File: src/common/sysreg_settings.svh
// widths, counts and depths of the system register block
// bus address map and reserved read pattern
`ifndef SYSREG_SETTINGS_SVH
`define SYSREG_SETTINGS_SVH

// ====================
// sizes
// ====================
`define NUM_MOTORS        4
`define FIFO_DEPTH        16
`define BUS_WIDTH         32
`define ADDR_WIDTH        5

// speed word, valid flag sits just above the payload
`define SPEED_WIDTH       31
// sensor word is {voltValid, ampeValid, voltage, current}
`define SENSOR_WIDTH      34
`define SAMPLE_WIDTH      16
`define ADC_WIDTH         12

// ====================
// address map
// ====================
`define REG_PWM_DUTY      0
`define REG_MOTOR_DIR     1
`define REG_FB_DIR        2
`define REG_MOTOR_CTRL    3
`define REG_FIFO_STATUS   4

// per motor block: encoder, speed, voltage, current, spare word
`define MOTOR_REG_BASE    7
`define MOTOR_REG_STRIDE  5

// control register bit that flushes all sample fifos
`define CLEAR_ALL_BIT     31
`define RESERVED_WORD     32'hDEAD_BEEF

`endif
File: src/common/sysregPkg.sv
// shared types of the system register block
// adc sample word and its field layout
`include "sysreg_settings.svh"

package sysregPkg;

    // layout of one converter sample
    // {spare, channel, result}
    typedef struct packed {
        logic                                   spare;
        logic [`SAMPLE_WIDTH-`ADC_WIDTH-2:0]    channel;
        logic [`ADC_WIDTH-1:0]                  result;
    } adcFieldsT;

    // fifo stores the raw word
    // register bank decodes the fields
    typedef union packed {
        logic [`SAMPLE_WIDTH-1:0]   raw;
        adcFieldsT                  fields;
    } adcSampleT;

endpackage

File: src/source/sysregTop.sv
// top level of the system register block
// register bank plus one feedback channel per motor
`include "sysreg_settings.svh"

module sysregTop (
    input  logic                        clk,
    input  logic                        reset_n,
    // bus slave
    input  logic [`ADDR_WIDTH-1:0]      address,
    input  logic                        read,
    input  logic                        write,
    input  logic [`BUS_WIDTH-1:0]       writeData,
    output logic [`BUS_WIDTH-1:0]       readData,
    // motor side
    input  logic [`SPEED_WIDTH:0]       motorSpeed [`NUM_MOTORS],
    input  logic [`SENSOR_WIDTH-1:0]    motorSensor [`NUM_MOTORS],
    input  logic [`BUS_WIDTH-1:0]       motorEncoder [`NUM_MOTORS],
    input  logic [`BUS_WIDTH-1:0]       fbDirection,
    output logic [`BUS_WIDTH-1:0]       pwmDuty,
    output logic [`BUS_WIDTH-1:0]       motorDir,
    output logic [`BUS_WIDTH-1:0]       motorCtrl
);

    import sysregPkg::*;

    // ====================
    // bank to channel wires
    // ====================
    logic                       fifoClear;
    logic [`NUM_MOTORS-1:0]     speedPop;
    logic [`NUM_MOTORS-1:0]     voltPop;
    logic [`NUM_MOTORS-1:0]     ampePop;
    logic [`SPEED_WIDTH-1:0]    speedHead [`NUM_MOTORS];
    adcSampleT                  voltHead [`NUM_MOTORS];
    adcSampleT                  ampeHead [`NUM_MOTORS];
    logic [`NUM_MOTORS-1:0]     speedNotEmpty;
    logic [`NUM_MOTORS-1:0]     voltNotEmpty;
    logic [`NUM_MOTORS-1:0]     ampeNotEmpty;

    avalonRegBank i_regBank (
        .clk           (clk),
        .reset_n       (reset_n),
        .address       (address),
        .read          (read),
        .write         (write),
        .writeData     (writeData),
        .fbDirection   (fbDirection),
        .motorEncoder  (motorEncoder),
        .speedHead     (speedHead),
        .voltHead      (voltHead),
        .ampeHead      (ampeHead),
        .speedNotEmpty (speedNotEmpty),
        .voltNotEmpty  (voltNotEmpty),
        .ampeNotEmpty  (ampeNotEmpty),
        .readData      (readData),
        .pwmDuty       (pwmDuty),
        .motorDir      (motorDir),
        .motorCtrl     (motorCtrl),
        .fifoClear     (fifoClear),
        .speedPop      (speedPop),
        .voltPop       (voltPop),
        .ampePop       (ampePop)
    );

    // one channel per motor, shared clear
    for (genvar m = 0; m < `NUM_MOTORS; m++) begin : gMotor
        motorFeedbackChannel i_channel (
            .clk           (clk),
            .reset_n       (reset_n),
            .fifoClear     (fifoClear),
            .speedPop      (speedPop[m]),
            .voltPop       (voltPop[m]),
            .ampePop       (ampePop[m]),
            .speedIn       (motorSpeed[m]),
            .sensorIn      (motorSensor[m]),
            .speedHead     (speedHead[m]),
            .voltHead      (voltHead[m]),
            .ampeHead      (ampeHead[m]),
            .speedNotEmpty (speedNotEmpty[m]),
            .voltNotEmpty  (voltNotEmpty[m]),
            .ampeNotEmpty  (ampeNotEmpty[m])
        );
    end

endmodule

File: src/source/avalonRegBank.sv
// memory mapped register bank of the motor controller
// control registers, read mux and fifo status word
// one-cycle pop strobes toward the feedback fifos
`include "sysreg_settings.svh"

module avalonRegBank (
    input  logic                        clk,
    input  logic                        reset_n,
    // bus slave side
    input  logic [`ADDR_WIDTH-1:0]      address,
    input  logic                        read,
    input  logic                        write,
    input  logic [`BUS_WIDTH-1:0]       writeData,
    // read-only pass-through values
    input  logic [`BUS_WIDTH-1:0]       fbDirection,
    input  logic [`BUS_WIDTH-1:0]       motorEncoder [`NUM_MOTORS],
    // fifo heads per motor
    input  logic [`SPEED_WIDTH-1:0]     speedHead [`NUM_MOTORS],
    input  sysregPkg::adcSampleT        voltHead [`NUM_MOTORS],
    input  sysregPkg::adcSampleT        ampeHead [`NUM_MOTORS],
    input  logic [`NUM_MOTORS-1:0]      speedNotEmpty,
    input  logic [`NUM_MOTORS-1:0]      voltNotEmpty,
    input  logic [`NUM_MOTORS-1:0]      ampeNotEmpty,
    // registered outputs
    output logic [`BUS_WIDTH-1:0]       readData,
    output logic [`BUS_WIDTH-1:0]       pwmDuty,
    output logic [`BUS_WIDTH-1:0]       motorDir,
    output logic [`BUS_WIDTH-1:0]       motorCtrl,
    output logic                        fifoClear,
    output logic [`NUM_MOTORS-1:0]      speedPop,
    output logic [`NUM_MOTORS-1:0]      voltPop,
    output logic [`NUM_MOTORS-1:0]      ampePop
);

    import sysregPkg::*;

    // word offsets inside a motor block
    localparam int slotEncoder = 0;
    localparam int slotSpeed   = 1;
    localparam int slotVolt    = 2;
    localparam int slotAmpe    = 3;

    // first status bit of the sensor flag pairs
    localparam int sensorFlagBase = 8;

    logic [`BUS_WIDTH-1:0]  statusWord;
    logic [`BUS_WIDTH-1:0]  selWord;
    logic [`NUM_MOTORS-1:0] selSpeedPop;
    logic [`NUM_MOTORS-1:0] selVoltPop;
    logic [`NUM_MOTORS-1:0] selAmpePop;

    // bus address of one word in a motor block
    function automatic logic [`ADDR_WIDTH-1:0] motorAddr(input int motor, input int slot);
        return `ADDR_WIDTH'(`MOTOR_REG_BASE + `MOTOR_REG_STRIDE * motor + slot);
    endfunction

    // converter result only, zero extended
    function automatic logic [`BUS_WIDTH-1:0] adcWord(input adcSampleT sample);
        return `BUS_WIDTH'(sample.fields.result);
    endfunction

    // clear bit comes straight off the control flop
    assign fifoClear = motorCtrl[`CLEAR_ALL_BIT];

    // ====================
    // fifo status word
    // ====================
    always_comb begin
        statusWord = '0;
        statusWord[`NUM_MOTORS-1:0] = speedNotEmpty;
        // voltage then current, one pair per motor
        for (int m = 0; m < `NUM_MOTORS; m++) begin
            statusWord[sensorFlagBase + 2*m]     = voltNotEmpty[m];
            statusWord[sensorFlagBase + 2*m + 1] = ampeNotEmpty[m];
        end
    end

    // ====================
    // read decode
    // ====================
    always_comb begin
        // anything unmapped reads the reserved pattern
        selWord     = `RESERVED_WORD;
        selSpeedPop = '0;
        selVoltPop  = '0;
        selAmpePop  = '0;

        case (address)
            `REG_PWM_DUTY:    selWord = pwmDuty;
            `REG_MOTOR_DIR:   selWord = motorDir;
            `REG_FB_DIR:      selWord = fbDirection;
            `REG_MOTOR_CTRL:  selWord = motorCtrl;
            `REG_FIFO_STATUS: selWord = statusWord;
            default:          selWord = `RESERVED_WORD;
        endcase

        // motor blocks, spare slot stays reserved
        for (int m = 0; m < `NUM_MOTORS; m++) begin
            if (address == motorAddr(m, slotEncoder)) begin
                selWord = motorEncoder[m];
            end
            if (address == motorAddr(m, slotSpeed)) begin
                // zero above the payload
                selWord        = `BUS_WIDTH'(speedHead[m]);
                selSpeedPop[m] = 1'b1;
            end
            if (address == motorAddr(m, slotVolt)) begin
                selWord       = adcWord(voltHead[m]);
                selVoltPop[m] = 1'b1;
            end
            if (address == motorAddr(m, slotAmpe)) begin
                selWord       = adcWord(ampeHead[m]);
                selAmpePop[m] = 1'b1;
            end
        end
    end

    // ====================
    // bus cycle
    // ====================
    always_ff @(posedge clk or negedge reset_n) begin
        if (!reset_n) begin
            readData  <= '0;
            pwmDuty   <= '0;
            motorDir  <= '0;
            motorCtrl <= '0;
            speedPop  <= '0;
            voltPop   <= '0;
            ampePop   <= '0;
        end else begin
            // strobes last one cycle only
            speedPop <= '0;
            voltPop  <= '0;
            ampePop  <= '0;

            if (read) begin
                // head seen now, pop lands next edge
                readData <= selWord;
                speedPop <= selSpeedPop;
                voltPop  <= selVoltPop;
                ampePop  <= selAmpePop;
            end else if (write) begin
                // read-only and reserved words ignore writes
                case (address)
                    `REG_PWM_DUTY:   pwmDuty   <= writeData;
                    `REG_MOTOR_DIR:  motorDir  <= writeData;
                    `REG_MOTOR_CTRL: motorCtrl <= writeData;
                    default:         motorCtrl <= motorCtrl;
                endcase
            end
        end
    end

endmodule

File: src/sensor/motorFeedbackChannel.sv
// feedback fifos of one motor
// splits speed and sensor words into flags and payloads
// speed, voltage and current fifo instances
`include "sysreg_settings.svh"

module motorFeedbackChannel (
    input  logic                        clk,
    input  logic                        reset_n,
    input  logic                        fifoClear,
    // pop strobes from the register bank
    input  logic                        speedPop,
    input  logic                        voltPop,
    input  logic                        ampePop,
    // raw sample words
    input  logic [`SPEED_WIDTH:0]       speedIn,
    input  logic [`SENSOR_WIDTH-1:0]    sensorIn,
    // fifo heads
    output logic [`SPEED_WIDTH-1:0]     speedHead,
    output sysregPkg::adcSampleT        voltHead,
    output sysregPkg::adcSampleT        ampeHead,
    // not-empty flags for the status word
    output logic                        speedNotEmpty,
    output logic                        voltNotEmpty,
    output logic                        ampeNotEmpty
);

    import sysregPkg::*;

    logic                       speedValid;
    logic [`SPEED_WIDTH-1:0]    speedData;
    logic                       voltValid;
    logic                       ampeValid;
    adcSampleT                  voltIn;
    adcSampleT                  ampeIn;

    // ====================
    // word split
    // ====================

    // speed valid is the top bit
    assign speedValid = speedIn[`SPEED_WIDTH];
    assign speedData  = speedIn[`SPEED_WIDTH-1:0];

    // sensor word {voltValid, ampeValid, voltage, current}
    assign voltValid  = sensorIn[`SENSOR_WIDTH-1];
    assign ampeValid  = sensorIn[`SENSOR_WIDTH-2];
    assign voltIn     = sensorIn[2*`SAMPLE_WIDTH-1:`SAMPLE_WIDTH];
    assign ampeIn     = sensorIn[`SAMPLE_WIDTH-1:0];

    // ====================
    // sample fifos
    // ====================

    sensorFifo #(.dataWidth(`SPEED_WIDTH)) i_speedFifo (
        .clk      (clk),
        .reset_n  (reset_n),
        .clear    (fifoClear),
        .push     (speedValid),
        .pop      (speedPop),
        .pushData (speedData),
        .head     (speedHead),
        .notEmpty (speedNotEmpty)
    );

    // voltage samples stored raw
    sensorFifo #(.dataWidth(`SAMPLE_WIDTH)) i_voltFifo (
        .clk      (clk),
        .reset_n  (reset_n),
        .clear    (fifoClear),
        .push     (voltValid),
        .pop      (voltPop),
        .pushData (voltIn.raw),
        .head     (voltHead),
        .notEmpty (voltNotEmpty)
    );

    // current samples, same format
    sensorFifo #(.dataWidth(`SAMPLE_WIDTH)) i_ampeFifo (
        .clk      (clk),
        .reset_n  (reset_n),
        .clear    (fifoClear),
        .push     (ampeValid),
        .pop      (ampePop),
        .pushData (ampeIn.raw),
        .head     (ampeHead),
        .notEmpty (ampeNotEmpty)
    );

endmodule

File: src/sensor/sensorFifo.sv
// single clock show-ahead sample fifo
// synchronous clear, drops pushes while full
`include "sysreg_settings.svh"

module sensorFifo #(
    parameter int dataWidth = 16
) (
    input  logic                    clk,
    input  logic                    reset_n,
    input  logic                    clear,
    input  logic                    push,
    input  logic                    pop,
    input  logic [dataWidth-1:0]    pushData,
    output logic [dataWidth-1:0]    head,
    output logic                    notEmpty
);

    localparam int ptrWidth = (`FIFO_DEPTH > 1) ? $clog2(`FIFO_DEPTH) : 1;
    localparam int cntWidth = $clog2(`FIFO_DEPTH + 1);
    localparam logic [ptrWidth-1:0] lastIdx = ptrWidth'(`FIFO_DEPTH - 1);

    logic [dataWidth-1:0]   mem [`FIFO_DEPTH];
    logic [ptrWidth-1:0]    wrPtr;
    logic [ptrWidth-1:0]    rdPtr;
    logic [cntWidth-1:0]    count;
    logic                   full;
    logic                   doPush;
    logic                   doPop;

    assign full     = (count == cntWidth'(`FIFO_DEPTH));
    assign notEmpty = (count != '0);

    // full fifo loses the sample
    assign doPush = push && !full;
    // pop of an empty fifo is a no-op
    assign doPop  = pop && notEmpty;

    // oldest entry always on the output
    assign head = mem[rdPtr];

    // storage array
    always_ff @(posedge clk) begin
        if (doPush) begin
            mem[wrPtr] <= pushData;
        end
    end

    // pointers and occupancy
    always_ff @(posedge clk or negedge reset_n) begin
        if (!reset_n) begin
            wrPtr <= '0;
            rdPtr <= '0;
            count <= '0;
        end else if (clear) begin
            // flush, held every edge while clear is high
            wrPtr <= '0;
            rdPtr <= '0;
            count <= '0;
        end else begin
            if (doPush) begin
                wrPtr <= (wrPtr == lastIdx) ? '0 : wrPtr + 1'b1;
            end
            if (doPop) begin
                rdPtr <= (rdPtr == lastIdx) ? '0 : rdPtr + 1'b1;
            end
            case ({doPush, doPop})
                2'b10:   count <= count + 1'b1;
                2'b01:   count <= count - 1'b1;
                default: count <= count;
            endcase
        end
    end

endmodule

File: config.mk
export PLATFORM = sky130hd
export DESIGN_NAME = sysregTop
export DESIGN_NICKNAME = d
export VERILOG_FILES = /design/src/common/sysregPkg.sv /design/src/source/sysregTop.sv /design/src/source/avalonRegBank.sv /design/src/sensor/motorFeedbackChannel.sv /design/src/sensor/sensorFifo.sv
export VERILOG_INCLUDE_DIRS = /design/src /design/src/common
export SDC_FILE = /design/constraint.sdc
export NUM_CORES = 2
export LEC_CHECK = 0
export BUFFER_PORTS_ARGS = -buffer_cell sky130_fd_sc_hd__buf_2
export CAP_MARGIN = 20
export CORE_MARGIN = 3
export CORE_UTILIZATION = 40
export CTS_BUF_LIST = sky130_fd_sc_hd__clkbuf_2 sky130_fd_sc_hd__clkbuf_4 sky130_fd_sc_hd__clkbuf_8
export DETAILED_ROUTE_END_ITERATION = 7
export GPL_TIMING_DRIVEN = 1
export SYNTH_ARGS = -nofsm -noshare
export SYNTH_HDL_FRONTEND = slang
export SYNTH_HIERARCHICAL = 1
export SYNTH_SLANG_ARGS = --single-unit
File: constraint.sdc
create_clock -name clk -period 5.5 [get_ports clk]
set_input_delay 0.275 -clock clk [delete_from_list [all_inputs] [get_ports clk]]
set_output_delay 0.275 -clock clk [all_outputs]
set_load 0.05 [all_outputs]
==> flow_summary.yaml <==
grt:
  grtUsageMet3: 0.0565
  antenna_found_initial: 132
  grt_pass1_vias: 89200
  grt_pass1_wl_mm: 673
  use_met1: 0.296
  gr-max-usage-layer: "met2"
  grt_overflow: 0
  grtUsageMet2: 0.384
  grtUsageTotal: 0.242
  grt_max_degree: 133
power:
  power_density_nw_per_um2: 400
  power_uw: 73100
  ir_worst_vdd_mv: 0.242
  p_leak_uw: 0.0602
worst_setup_path:
  crit_arrival_ns: 6.38
  reg2reg_slack_ns: 0.16
  r2r_cells: 13
  crit_slowest_cell: "dfrtp_4"
  critPathBufInv: 4
  path_max_fanout: 55
  crit_end: "i_regBank/readData[5]"
  crit_start: "gMotor[1].i_channel/i_speedFifo/rdPtr[1]"
  start_kind: "flip-flop"
  cp.required_ns: 6.54
  worst_path_most_repeated_cell: "dlygate4sd3_1"
  cp.depth: 13
  critPathKind: "flip-flop to flip-flop"
  regToRegEndpoint: "i_regBank/readData[5]"
  cpPeakStageDelay_ns: 0.96
  cp_top_family: "buffers and inverters"
  r2r_start: "gMotor[1].i_channel/i_speedFifo/rdPtr[1]"
  path_cells: "buf_4 -> mux4_2 -> a22oi_1 -> nand2_1 -> nor2_1 -> a311oi_1 -> o21ai_0 -> a22oi_1 -> dlygate4sd3_1 -> a31oi_1 -> dlygate4sd3_1 -> a21oi_1 -> dlygate4sd3_1"
  setup.worst_path.end_class: "flip-flop"
routing:
  viasPerCell: 5.80
  drc_errors: 0
  antenna_left: 0
  first_pass_iters: 8
  wirelength_mm: 481
  drt_iter0_drc: 9574
  wire_per_inst_um: 31.7
  vias: 88000
hold_path:
  hp-class: "input port to flip-flop"
  hold_depth: 2
clock_tree:
  post_cts_resized: 0
  cts_tree: "yes"
  cts_setup_buffers: 0
  cts.sinks: 3816
  htree_num_levels: 6
  cts_root_buf: "clkbuf_8"
  clk_latency_ns: 1.21
  clkSlewWorstSetupHoldPaths_ns: 0.07
  cts-buffers-inserted: 627
  clk_path_buf_depth: 4
synthesis:
  synth_area_sq_um: 154000
  synthCells: 8035
  synth.avg_cell_area_sq_um: 19.2
  ys_warn_count: 6
  syn_nets: 8584
floorplan:
  die_x_um: 627
  die_h_um: 627
  core_area_sq_um: 383000
  ioPinCount: 593
  die_area_sq_um: 394000
  initial_core_util: 0.403
  rows: 227
sta:
  period_minus_slack_ns: 5.34
  finalSetupViolCount: 0
  setup-tns-final_ns: 0
  holdWs_ns: 0.125
  clock_skew_ns: 0.114
  slew_viol_final: 0
  worst_slack_ns: 0.163
  finalHoldViolCount: 0
  relSlewSlack: 0.194
  fin_crit_sh: 0.970
  clock.fmax_ghz: 0.187
  grt_setup_unrepaired: "false"
  tightestPinTransition_ns: 1.21
run:
  drv_cap: 0
layout:
  nets: 10100
  nFillCells: 32000
  layout-drive-gt1-share: 0.314
  syn_to_final_growth_pct: 18.5
  multi_input_area_sq_um: 39600
  register_area_sq_um: 113000
  final_util: 0.477
placed_design:
  dp_slack_ns: 1.42
  numPortBuffers: 560
  place.gp.congestion: 0.951
  hpwl_mm: 313
run_status:
  status: "finished clean"
==> worst register-to-register path, stage by stage, from the launching register on <==
cell and delay [ns]:
dfrtp_4 0.96, buf_4 0.48, mux4_2 0.36, a22oi_1 0.20, nand2_1 0.22, nor2_1 0.27, a311oi_1 0.08, o21ai_0 0.40
a22oi_1 0.12, dlygate4sd3_1 0.58, a31oi_1 0.22, dlygate4sd3_1 0.64, a21oi_1 0.09, dlygate4sd3_1 0.57
==> metal layers <==
metal,vias to the layer above,share of wire
li1,36400,-
met1,46200,0.36
met2,4308,0.48
met3,1076,0.084
met4,42,0.075
met5,-,0.00057
==> sequential cells by signal (all words and copies together), names as in the netlist <==
| signal | count |
|---|---|
| gMotor.i_channel/i_speedFifo/mem | 1984 |
| gMotor.i_channel/i_ampeFifo/mem | 768 |
| gMotor.i_channel/i_voltFifo/mem | 768 |
| i_regBank/motorCtrl | 32 |
| i_regBank/motorDir | 32 |
| i_regBank/pwmDuty | 32 |
| i_regBank/readData | 32 |
| gMotor.i_channel/i_ampeFifo/count | 20 |
| gMotor.i_channel/i_speedFifo/count | 20 |
| gMotor.i_channel/i_voltFifo/count | 20 |
| gMotor.i_channel/i_ampeFifo/rdPtr | 16 |
| gMotor.i_channel/i_ampeFifo/wrPtr | 16 |
| gMotor.i_channel/i_speedFifo/rdPtr | 16 |
| gMotor.i_channel/i_speedFifo/wrPtr | 16 |
| gMotor.i_channel/i_voltFifo/rdPtr | 16 |
| gMotor.i_channel/i_voltFifo/wrPtr | 16 |
| i_regBank/ampePop | 4 |
| i_regBank/speedPop | 4 |
| i_regBank/voltPop | 4 |
==> layout make-up <==
cell class | count | area share
Antenna cell | 58 | 0.000793
Clock buffer | 874 | 0.0578
Clock inverter | 257 | 0.0104
Inverter | 63 | 0.00130
Multi-Input combinational cell | 3632 | 0.216
Sequential cell | 3816 | 0.618
Tap cell | 5038 | 0.0344
Timing Repair Buffer | 1429 | 0.0607
==> per-stage QoR <==
stage,std cells,instance area [sq um]
2_1_floorplan,8035,154000
3_3_place_gp,13400,164000
3_5_place_dp,13400,164000
4_1_cts,15100,183000
5_1_grt,15100,183000
6_report,15200,183000
==> repair_timing <==
| item | in CTS | in global routing |
|---|---|---|
| endpoints found under the setup margin | 0 | 0 |
| hold buffers | 617 | 0 |
| endpoints found under the hold margin | 4190 | 0 |
==> worst min path at each step <==
stage / startpoint / end
final: motorSpeed[122] / gMotor[0].i_channel/i_speedFifo/mem[9][26]
after global routing: motorSpeed[110] / gMotor[0].i_channel/i_speedFifo/mem[14][14]
after CTS: motorSensor[121] / gMotor[0].i_channel/i_voltFifo/mem[8][3]
after detailed placement: reset_n / gMotor[2].i_channel/i_voltFifo/wrPtr[2]
after global placement: reset_n / gMotor[2].i_channel/i_voltFifo/wrPtr[2]
after floorplan: reset_n / gMotor[0].i_channel/i_ampeFifo/count[0]
==> cell usage in the layout (no fill, tap or decap), types with 19 or more instances in the layout <==
cell type	n
a21o_1	19
a21oi_1	181
a221oi_1	97
a22oi_1	295
a31oi_1	28
and3_1	20
buf_2	557
buf_4	233
clkbuf_4	230
clkbuf_8	644
clkinv_1	139
clkinv_2	47
dfrtp_1	271
diode_2	58
dlygate4sd3_1	616
edfxtp_1	3520
ha_1	84
inv_1	61
mux2_2	135
mux2i_1	183
mux4_2	879
nand2_1	330
nand2b_1	70
nand3_1	70
nor2_1	213
nor2_2	82
nor2_4	55
nor2b_1	26
nor3_1	43
nor3_2	46
o211ai_1	24
o21a_1	24
o21ai_0	188
o22ai_1	36
xnor2_1	28
xor2_1	46
==> report_power, final <==
part | switching, uW | total [uW] | internal (uW) | leakage, uW
Combinational | 7320 | 11700 | 4390 | 0.0181
Sequential | 1900 | 36600 | 34700 | 0.0356
Clock | 11600 | 24800 | 13300 | 0.00658
Power figures use the tool's default switching activity.
